## config.mk

```make
export PLATFORM = sky130hd
export DESIGN_NAME = layer_stats_top
export DESIGN_NICKNAME = d
export VERILOG_FILES = /design/src/source/norm_ctrl_pkg.sv /design/src/source/norm_data_pkg.sv /design/src/source/beat_fifo.sv /design/src/source/lane_adder_tree.sv /design/src/source/layer_stats_top.sv /design/src/source/moment_accumulator.sv /design/src/source/norm_sequencer.sv /design/src/source/variance_unit.sv
export SDC_FILE = /design/constraint.sdc
export NUM_CORES = 2
export LEC_CHECK = 0
export CAP_MARGIN = 20
export CORE_MARGIN = 1.5
export CORE_UTILIZATION = 24
export CTS_CLUSTER_DIAMETER = 60
export DETAILED_ROUTE_END_ITERATION = 12
export DONT_BUFFER_PORTS = 1
export PLACE_DENSITY = 0.39
export SYNTH_ARGS = -nofsm -noshare
export SYNTH_HDL_FRONTEND = slang
export SYNTH_HIERARCHICAL = 1
export SYNTH_SLANG_ARGS = --single-unit
```

## constraint.sdc

```tcl
create_clock -name clk -period 87.8 [get_ports clk]
set_clock_uncertainty 0.1 [all_clocks]
set_input_delay 8.78 -clock clk [delete_from_list [all_inputs] [get_ports clk]]
set_output_delay 8.78 -clock clk [all_outputs]
set_load 0.02 [all_outputs]
```

## src/source/norm_ctrl_pkg.sv

```systemverilog
`default_nettype none

package norm_ctrl_pkg;

    localparam int COUNT_W = 10;
    localparam int SHIFT_W = 4;

    typedef logic [COUNT_W-1:0] elem_count_t;
    typedef logic [SHIFT_W-1:0] shift_t;

    // captured with a single strobe while idle
    typedef struct packed {
        elem_count_t elem_count;
        shift_t      shift;
    } norm_cfg_t;

    typedef enum logic [1:0] {
        IDLE,
        LOAD,
        COMPUTE,
        REPLAY
    } norm_state_e;

endpackage

`default_nettype wire

```

## src/source/norm_data_pkg.sv

```systemverilog
`default_nettype none

package norm_data_pkg;

    // element widths of the datapath
    localparam int LANE_W    = 8;
    localparam int SQR_W     = 16;
    localparam int SUM_W     = 24;
    localparam int SQR_SUM_W = 32;

    typedef logic signed [LANE_W-1:0]    lane_t;
    typedef logic        [SQR_W-1:0]     sqr_t;
    typedef logic signed [SUM_W-1:0]     sum_t;
    typedef logic        [SQR_SUM_W-1:0] sqr_sum_t;
    typedef logic signed [LANE_W-1:0]    mean_t;
    typedef logic signed [SQR_W-1:0]     var_t;

    // totals of one vector, sum in the upper bits
    typedef struct packed {
        sum_t     sum;
        sqr_sum_t sqr_sum;
    } moment_sums_t;

    typedef struct packed {
        mean_t mean;
        var_t  variance;
    } norm_stats_t;

endpackage

`default_nettype wire

```

## src/source/beat_fifo.sv

```systemverilog
`timescale 1ns/1ps
`default_nettype none

module beat_fifo #(
    parameter int LANES = 8,
    parameter int DEPTH = 8
) (
    input  wire logic                             clk,
    input  wire logic                             rstn,
    input  wire logic                             wr_en,
    input  wire norm_data_pkg::lane_t [LANES-1:0] wr_data,
    input  wire logic                             rd_en,
    output norm_data_pkg::lane_t [LANES-1:0]      rd_data
);
    import norm_data_pkg::*;

    localparam int PTR_W = (DEPTH > 1) ? $clog2(DEPTH) : 1;

    lane_t [LANES-1:0] mem [DEPTH];
    logic [PTR_W-1:0]  wr_ptr;
    logic [PTR_W-1:0]  rd_ptr;

    // wrap at DEPTH, which need not be a power of two
    function automatic logic [PTR_W-1:0] next_ptr(input logic [PTR_W-1:0] ptr);
        return (ptr == PTR_W'(DEPTH - 1)) ? '0 : ptr + 1'b1;
    endfunction

    always_ff @(posedge clk or negedge rstn) begin
        if (!rstn) begin
            wr_ptr <= '0;
            rd_ptr <= '0;
        end else begin
            if (wr_en) begin
                wr_ptr <= next_ptr(wr_ptr);
            end
            if (rd_en) begin
                rd_ptr <= next_ptr(rd_ptr);
            end
        end
    end

    always_ff @(posedge clk) begin
        if (wr_en) begin
            mem[wr_ptr] <= wr_data;
        end
        // read data shows up the cycle after rd_en
        if (rd_en) begin
            rd_data <= mem[rd_ptr];
        end
    end

endmodule

`default_nettype wire

```

## src/source/lane_adder_tree.sv

```systemverilog
`timescale 1ns/1ps
`default_nettype none

module lane_adder_tree #(
    parameter int LANES     = 8,
    parameter int IN_WIDTH  = 8,
    parameter int OUT_WIDTH = 24
) (
    input  wire logic                           clk,
    input  wire logic                           rstn,
    input  wire logic                           in_vld,
    input  wire logic [LANES-1:0][IN_WIDTH-1:0] in_lanes,
    output logic [OUT_WIDTH-1:0]                sum,
    output logic                                sum_vld
);

    // one register level per halving, LANES >= 2
    localparam int LEVELS = $clog2(LANES);

    logic signed [OUT_WIDTH-1:0] ext [LANES];
    logic signed [OUT_WIDTH-1:0] node [LEVELS][LANES/2];
    logic [LEVELS-1:0]           vld;

    for (genvar i = 0; i < LANES; i++) begin : g_ext
        assign ext[i] = OUT_WIDTH'(signed'(in_lanes[i]));
    end

    for (genvar l = 0; l < LEVELS; l++) begin : g_level
        for (genvar n = 0; n < (LANES >> (l + 1)); n++) begin : g_node
            if (l == 0) begin : g_leaf
                always_ff @(posedge clk) begin
                    node[0][n] <= ext[2*n] + ext[2*n+1];
                end
            end else begin : g_inner
                always_ff @(posedge clk) begin
                    node[l][n] <= node[l-1][2*n] + node[l-1][2*n+1];
                end
            end
        end
    end

    // valid travels next to the data, one bit per level
    always_ff @(posedge clk or negedge rstn) begin
        if (!rstn) begin
            vld <= '0;
        end else begin
            vld <= LEVELS'({vld, in_vld});
        end
    end

    assign sum     = node[LEVELS-1][0];
    assign sum_vld = vld[LEVELS-1];

endmodule

`default_nettype wire

```

## src/source/layer_stats_top.sv

```systemverilog
`timescale 1ns/1ps
`default_nettype none

module layer_stats_top #(
    parameter int LANES = 8,
    parameter int DEPTH = 8
) (
    input  wire logic                             clk,
    input  wire logic                             rstn,
    input  wire norm_ctrl_pkg::norm_cfg_t         cfg,
    input  wire logic                             cfg_vld,
    input  wire norm_data_pkg::lane_t [LANES-1:0] in_data,
    input  wire logic                             in_data_vld,
    output norm_data_pkg::norm_stats_t            stats,
    output logic                                  stats_vld,
    output norm_data_pkg::lane_t [LANES-1:0]      out_data,
    output logic                                  out_data_vld,
    output logic                                  out_data_last
);
    import norm_data_pkg::*;
    import norm_ctrl_pkg::*;

    lane_t [LANES-1:0] beat;
    logic              beat_vld;
    logic              beat_last;
    elem_count_t       elem_count;
    shift_t            shift;
    logic              fifo_wr_en;
    lane_t [LANES-1:0] fifo_wr_data;
    logic              fifo_rd_en;
    lane_t [LANES-1:0] fifo_rd_data;
    moment_sums_t      sums;
    logic              sums_vld;

    norm_sequencer #(
        .LANES(LANES),
        .DEPTH(DEPTH)
    ) norm_sequencer_i (
        .clk          (clk),
        .rstn         (rstn),
        .cfg          (cfg),
        .cfg_vld      (cfg_vld),
        .in_data      (in_data),
        .in_data_vld  (in_data_vld),
        .stats        (stats),
        .stats_vld    (stats_vld),
        .beat         (beat),
        .beat_vld     (beat_vld),
        .beat_last    (beat_last),
        .elem_count   (elem_count),
        .shift        (shift),
        .fifo_wr_en   (fifo_wr_en),
        .fifo_wr_data (fifo_wr_data),
        .fifo_rd_en   (fifo_rd_en),
        .fifo_rd_data (fifo_rd_data),
        .out_data     (out_data),
        .out_data_vld (out_data_vld),
        .out_data_last(out_data_last)
    );

    beat_fifo #(
        .LANES(LANES),
        .DEPTH(DEPTH)
    ) beat_fifo_i (
        .clk    (clk),
        .rstn   (rstn),
        .wr_en  (fifo_wr_en),
        .wr_data(fifo_wr_data),
        .rd_en  (fifo_rd_en),
        .rd_data(fifo_rd_data)
    );

    moment_accumulator #(
        .LANES(LANES)
    ) moment_accumulator_i (
        .clk      (clk),
        .rstn     (rstn),
        .beat     (beat),
        .beat_vld (beat_vld),
        .beat_last(beat_last),
        .sums     (sums),
        .sums_vld (sums_vld)
    );

    variance_unit variance_unit_i (
        .clk       (clk),
        .rstn      (rstn),
        .sums      (sums),
        .sums_vld  (sums_vld),
        .elem_count(elem_count),
        .shift     (shift),
        .stats     (stats),
        .stats_vld (stats_vld)
    );

endmodule

`default_nettype wire

```

## src/source/moment_accumulator.sv

```systemverilog
`timescale 1ns/1ps
`default_nettype none

module moment_accumulator #(
    parameter int LANES = 8
) (
    input  wire logic                             clk,
    input  wire logic                             rstn,
    input  wire norm_data_pkg::lane_t [LANES-1:0] beat,
    input  wire logic                             beat_vld,
    input  wire logic                             beat_last,
    output norm_data_pkg::moment_sums_t           sums,
    output logic                                  sums_vld
);
    import norm_data_pkg::*;

    localparam int LEVELS = $clog2(LANES);

    lane_t [LANES-1:0] beat_q;
    sqr_t [LANES-1:0]  sqr_q;
    logic              beat_q_vld;
    logic              beat_q_last;
    logic [LEVELS-1:0] last_pipe;
    sum_t              tree_sum;
    sqr_sum_t          tree_sqr_sum;
    logic              tree_sum_vld;
    logic              tree_sqr_vld;
    sum_t              acc_sum;
    sqr_sum_t          acc_sqr_sum;
    logic              tree_last;

    always_ff @(posedge clk) begin
        if (beat_vld) begin
            beat_q <= beat;
            for (int i = 0; i < LANES; i++) begin
                sqr_q[i] <= sqr_t'(beat[i] * beat[i]);
            end
        end
    end

    always_ff @(posedge clk or negedge rstn) begin
        if (!rstn) begin
            beat_q_vld  <= 1'b0;
            beat_q_last <= 1'b0;
            last_pipe   <= '0;
        end else begin
            beat_q_vld  <= beat_vld;
            beat_q_last <= beat_last;
            // last tag follows the tree latency
            last_pipe   <= LEVELS'({last_pipe, beat_q_vld && beat_q_last});
        end
    end

    lane_adder_tree #(
        .LANES    (LANES),
        .IN_WIDTH ($bits(lane_t)),
        .OUT_WIDTH($bits(sum_t))
    ) sum_tree_i (
        .clk     (clk),
        .rstn    (rstn),
        .in_vld  (beat_q_vld),
        .in_lanes(beat_q),
        .sum     (tree_sum),
        .sum_vld (tree_sum_vld)
    );

    // squares are never negative, so sign extension is harmless
    lane_adder_tree #(
        .LANES    (LANES),
        .IN_WIDTH ($bits(sqr_t)),
        .OUT_WIDTH($bits(sqr_sum_t))
    ) sqr_tree_i (
        .clk     (clk),
        .rstn    (rstn),
        .in_vld  (beat_q_vld),
        .in_lanes(sqr_q),
        .sum     (tree_sqr_sum),
        .sum_vld (tree_sqr_vld)
    );

    assign tree_last = last_pipe[LEVELS-1];

    always_ff @(posedge clk or negedge rstn) begin
        if (!rstn) begin
            acc_sum     <= '0;
            acc_sqr_sum <= '0;
            sums_vld    <= 1'b0;
        end else begin
            sums_vld <= tree_sum_vld && tree_last;
            if (tree_sum_vld) begin
                acc_sum <= tree_last ? '0 : acc_sum + tree_sum;
            end
            if (tree_sqr_vld) begin
                acc_sqr_sum <= tree_last ? '0 : acc_sqr_sum + tree_sqr_sum;
            end
        end
    end

    // totals include the final beat
    always_ff @(posedge clk) begin
        if (tree_sum_vld && tree_last) begin
            sums.sum     <= acc_sum + tree_sum;
            sums.sqr_sum <= acc_sqr_sum + tree_sqr_sum;
        end
    end

endmodule

`default_nettype wire

```

## src/source/norm_sequencer.sv

```systemverilog
`timescale 1ns/1ps
`default_nettype none

module norm_sequencer #(
    parameter int LANES = 8,
    parameter int DEPTH = 8
) (
    input  wire logic                             clk,
    input  wire logic                             rstn,
    input  wire norm_ctrl_pkg::norm_cfg_t         cfg,
    input  wire logic                             cfg_vld,
    input  wire norm_data_pkg::lane_t [LANES-1:0] in_data,
    input  wire logic                             in_data_vld,
    input  wire norm_data_pkg::norm_stats_t       stats,
    input  wire logic                             stats_vld,
    output norm_data_pkg::lane_t [LANES-1:0]      beat,
    output logic                                  beat_vld,
    output logic                                  beat_last,
    output norm_ctrl_pkg::elem_count_t            elem_count,
    output norm_ctrl_pkg::shift_t                 shift,
    output logic                                  fifo_wr_en,
    output norm_data_pkg::lane_t [LANES-1:0]      fifo_wr_data,
    output logic                                  fifo_rd_en,
    input  wire norm_data_pkg::lane_t [LANES-1:0] fifo_rd_data,
    output norm_data_pkg::lane_t [LANES-1:0]      out_data,
    output logic                                  out_data_vld,
    output logic                                  out_data_last
);
    import norm_data_pkg::*;
    import norm_ctrl_pkg::*;

    localparam int LANE_BITS = $clog2(LANES);
    localparam int CNT_W     = $clog2(DEPTH + 1);

    norm_state_e       state;
    norm_cfg_t         cfg_q;
    lane_t [LANES-1:0] beat_q;
    logic [CNT_W-1:0]  beat_cnt;
    logic [CNT_W-1:0]  last_beat;

    assign elem_count = cfg_q.elem_count;
    assign shift      = cfg_q.shift;

    // index of the final beat, count is a multiple of LANES
    assign last_beat = CNT_W'((cfg_q.elem_count >> LANE_BITS) - 1'b1);

    always_ff @(posedge clk or negedge rstn) begin
        if (!rstn) begin
            state     <= IDLE;
            cfg_q     <= '0;
            beat_cnt  <= '0;
            beat_vld  <= 1'b0;
            beat_last <= 1'b0;
        end else begin
            beat_vld  <= 1'b0;
            beat_last <= 1'b0;
            case (state)
                IDLE: begin
                    if (cfg_vld) begin
                        cfg_q <= cfg;
                        state <= LOAD;
                    end
                end
                LOAD: begin
                    if (in_data_vld) begin
                        beat_vld  <= 1'b1;
                        beat_last <= (beat_cnt == last_beat);
                        if (beat_cnt == last_beat) begin
                            beat_cnt <= '0;
                            state    <= COMPUTE;
                        end else begin
                            beat_cnt <= beat_cnt + 1'b1;
                        end
                    end
                end
                COMPUTE: begin
                    if (stats_vld) begin
                        state <= REPLAY;
                    end
                end
                REPLAY: begin
                    // one buffer read per cycle
                    if (beat_cnt == last_beat) begin
                        beat_cnt <= '0;
                        state    <= IDLE;
                    end else begin
                        beat_cnt <= beat_cnt + 1'b1;
                    end
                end
                default: begin
                    state <= IDLE;
                end
            endcase
        end
    end

    always_ff @(posedge clk) begin
        if (state == LOAD && in_data_vld) begin
            beat_q <= in_data;
        end
    end

    // same registered beat feeds the buffer and the accumulator
    assign beat         = beat_q;
    assign fifo_wr_data = beat_q;
    assign fifo_wr_en   = beat_vld;
    assign fifo_rd_en   = (state == REPLAY);

    always_ff @(posedge clk or negedge rstn) begin
        if (!rstn) begin
            out_data_vld  <= 1'b0;
            out_data_last <= 1'b0;
        end else begin
            out_data_vld  <= fifo_rd_en;
            out_data_last <= fifo_rd_en && (beat_cnt == last_beat);
        end
    end

    // centering on the registered buffer output, wraps to 8 bits
    always_comb begin
        for (int i = 0; i < LANES; i++) begin
            out_data[i] = fifo_rd_data[i] - stats.mean;
        end
    end

endmodule

`default_nettype wire

```

## src/source/variance_unit.sv

```systemverilog
`timescale 1ns/1ps
`default_nettype none

module variance_unit (
    input  wire logic                        clk,
    input  wire logic                        rstn,
    input  wire norm_data_pkg::moment_sums_t sums,
    input  wire logic                        sums_vld,
    input  wire norm_ctrl_pkg::elem_count_t  elem_count,
    input  wire norm_ctrl_pkg::shift_t       shift,
    output norm_data_pkg::norm_stats_t       stats,
    output logic                             stats_vld
);
    import norm_data_pkg::*;

    mean_t mean_s1;
    sqr_t  sqr_mean_s1;
    logic  vld_s1;
    mean_t mean_s2;
    sqr_t  mean_sq_s2;
    sqr_t  sqr_shift_s2;
    logic  vld_s2;

    always_ff @(posedge clk or negedge rstn) begin
        if (!rstn) begin
            vld_s1    <= 1'b0;
            vld_s2    <= 1'b0;
            stats_vld <= 1'b0;
        end else begin
            vld_s1    <= sums_vld;
            vld_s2    <= vld_s1;
            stats_vld <= vld_s2;
        end
    end

    always_ff @(posedge clk) begin
        // signed divide truncates toward zero
        if (sums_vld) begin
            mean_s1     <= mean_t'(sums.sum / sum_t'(elem_count));
            sqr_mean_s1 <= sqr_t'(sums.sqr_sum / sqr_sum_t'(elem_count));
        end
        if (vld_s1) begin
            mean_s2      <= mean_s1;
            mean_sq_s2   <= sqr_t'(mean_s1 * mean_s1);
            sqr_shift_s2 <= sqr_mean_s1 >> shift;
        end
        // results stay until the next vector
        if (vld_s2) begin
            stats.mean     <= mean_s2;
            stats.variance <= var_t'(sqr_shift_s2 - mean_sq_s2);
        end
    end

endmodule

`default_nettype wire

```

==> results.md <==
- Grt total ovfl: 0
- Post-DP HPWL: 248000 um
- Min-delay src: moment_accumulator_i/sqr_tree_i/vld[0]
- Hold_buf cts: 0
- CP endpoint kind: register
- Clk_lat worst skew: 0.88 ns
- Largest net degree at the start of global routing: 102
- Met2 global-route usage: 24.7%
- Reg clk slew, reported paths: 0.05 ns
- Die width: 670 um
- Num Clock Sinks: 1331
- Port bufs: 0
- Post-Place Worst Slack: -0.333 ns
- Clock root buffer: clkbuf_16
- Fmax: 12.2 MHz
- Hold WS: 0.223 ns
- Crit path max fanout: 23
- Worst Setup Start Kind: register
- WP data required: 88.23 ns
- Initial Util: 24.1%
- Setup CP Type: reg -> reg
- Global-route wire length before repair: 487000 um
- Synth cell types: 151
- TritonCTS clock tree: yes
- Ys Warns: 6
- DR vias: 77.7k
- Critical Path AT: 82.64 ns
- CTS max path bufs: 4
- GRT busiest layer: met2
- Fraction of layout cells with a size suffix above 1: 12.7%
- Final ANT Viol Nets: 0
- R2R Setup Slk: 5.59 ns
- Final Critical Period: 82.21 ns
- Die H: 670 um
- Met3 Use GR: 1.59%
- Worst slew pin tran: 1.06 ns
- Routed wire per std cell: 19.4 um
- DR DRC count: 0
- Maxcap violations: 0
- Worst setup slack after layout: 5.59 ns
- Yosys reg bits: 1331
- Slew Viols, Final: 0
- Final hold violation count: 0
- Most instantiated cells after synthesis: 1063 x ha_1, 958 x edfxtp_1, 917 x inv_1
- Avg Inst Size Synth: 10.2 um2
- DR vias/cell: 4.68
- CP bufs+invs: 23
- 1st-iter DRT viols: 3834
- Most used flip-flop cell after synthesis: edfxtp_1
- # IOs: 173
- Final setup viols: 0
- Post-synth EDFFs: 958
- Met1 Resource Use GR: 18.1%
- Vias in the first global route: 79.2k
- Cells after Synth: 10.4k
- Drt pass-1 iters: 5
- Cts bufs inserted: 183
- CP dominant cell by count: o21a_1
- FFs w/ async S/R, synth: 7.59%
- RR Startpoint: norm_sequencer_i/elem_count[8]
- Largest delay share family, worst path: compound AO/OA/AOI/OAI gates
- Crit-path slowest cell: or4_4
- Initial antenna violation count: 56
- Die area: 449000 um2
- Htree depth: 4
- Mapped cell area: 107000 um2
- Most common cell in the netlist: ha_1
- Largest cells by area after synthesis: edfxtp_1 27%, ha_1 12%, fa_1 7.7%
- Fin nets: 12.1k
- Yosys top cell area share: 26.9%
- Area leader, netlist: edfxtp_1
- Hold Crit Class: reg -> reg
- Area growth syn-to-layout: 13.6%
- Area post-placement: 114000 um2
- Final Instance Area: 121000 um2
- GPL Wtd Cong: 0.858
- Area of the core: 442000 um2
- Status: finished, final reports clean
- Util after Layout: 27.4%
- Sequential share of the synthesized area: 34.4%
- Tcrit/Tclk final: 93.6%
- WL final: 323000 um
- CP peak stage delay: 0.60 ns
- CP startpoint: norm_sequencer_i/elem_count[8]
- FP Rows: 244
- All-Layer GR Usage: 13.9%
- Slew HR: 28.8%
==> per-stage QoR <==
step	cells	TNS, ns
floorplan	10447	0
global placement	16192	0
detailed placement	16192	-0.333
CTS	16533	0
global route	16597	-0.384
finish	16611	0
==> layout by cell type (no fill, tap or decap), types with 124 or more instances in the layout <==
| master | count |
|---|---|
| xnor2_1 | 505 |
| xor2_1 | 178 |
| nand2_1 | 611 |
| o31ai_1 | 182 |
| edfxtp_1 | 958 |
| ha_1 | 1059 |
| dfxtp_1 | 272 |
| nor2_1 | 645 |
| fa_1 | 413 |
| mux4_2 | 131 |
| o21ai_0 | 305 |
| buf_4 | 272 |
| nand3_1 | 124 |
| clkbuf_16 | 189 |
| mux2_2 | 201 |
| nor3_1 | 422 |
| a21o_1 | 196 |
| nor2b_1 | 133 |
| o21a_1 | 369 |
| inv_1 | 906 |
| and2_1 | 200 |
| a21oi_1 | 489 |
==> kinds of logic (layout without fill, tap and decap cells) <==
kind of cell	after synthesis	count (layout)	share of synthesized area [%]
DFF	1331	1331	34.4
adders and majority gates	1479	1479	20.2
other	1	32	0.00351
xor gates and xnor gates	686	686	5.65
buffers and inverters	1301	1543	5.26
muxes	395	395	5.50
and+or+nand+nor	2844	2845	13.5
AOI/OAI and AO/OA	2395	2396	15.5
==> worst paths after layout <==
kind | endpoint | depth (start not counted)
worst max-delay path | variance_unit_i/sqr_mean_s1[0] | 431
worst min-delay path | moment_accumulator_i/sqr_tree_i/vld[1] | 0
worst max register to register | variance_unit_i/sqr_mean_s1[0] | 431
worst min register to register | moment_accumulator_i/sqr_tree_i/vld[1] | 0
max in group asynchronous | variance_unit_i/vld_s1 | 0
min in group asynchronous | moment_accumulator_i/acc_sum[20] | 0
==> sequential cells by signal, summed over array words and instances, names as in the netlist, 24 cells and up <==
name and count:
beat_fifo_i/mem 512, moment_accumulator_i/sqr_tree_i/node 164, moment_accumulator_i/sqr_q 112, moment_accumulator_i/sum_tree_i/node 108, beat_fifo_i/rd_data 64, moment_accumulator_i/beat_q 64
norm_sequencer_i/beat 64, moment_accumulator_i/sums 56, moment_accumulator_i/acc_sqr_sum 32, moment_accumulator_i/acc_sum 24, variance_unit_i/stats 24
==> area by class of cell <==
cell class / count / area (um2)
antenna: 16 / 40.0
clock buffer: 223 / 4940
clock inverter: 115 / 1260
fill: 46174 / 321000
inverter: 925 / 3480
multi-input combinational: 7817 / 65300
sequential: 1331 / 36800
tap: 5904 / 7390
timing repair buffer: 280 / 2160
==> layer usage <==
metal	wire, um	share of wire (%)
met1	148000	46
met2	157000	49
met3	9840	3.0
met4	7520	2.3
met5	132	0.041
==> repair_timing <==
action,in CTS,in global routing
cloned,1,2
setup endpoints to repair,1,3
pin swaps,2,38
resized for setup,10,154
buffers inserted,2,56
Power is left out: the tool's default activity adds up to more than one toggle a clock period on the data nets, which glitch-free logic cannot reach.
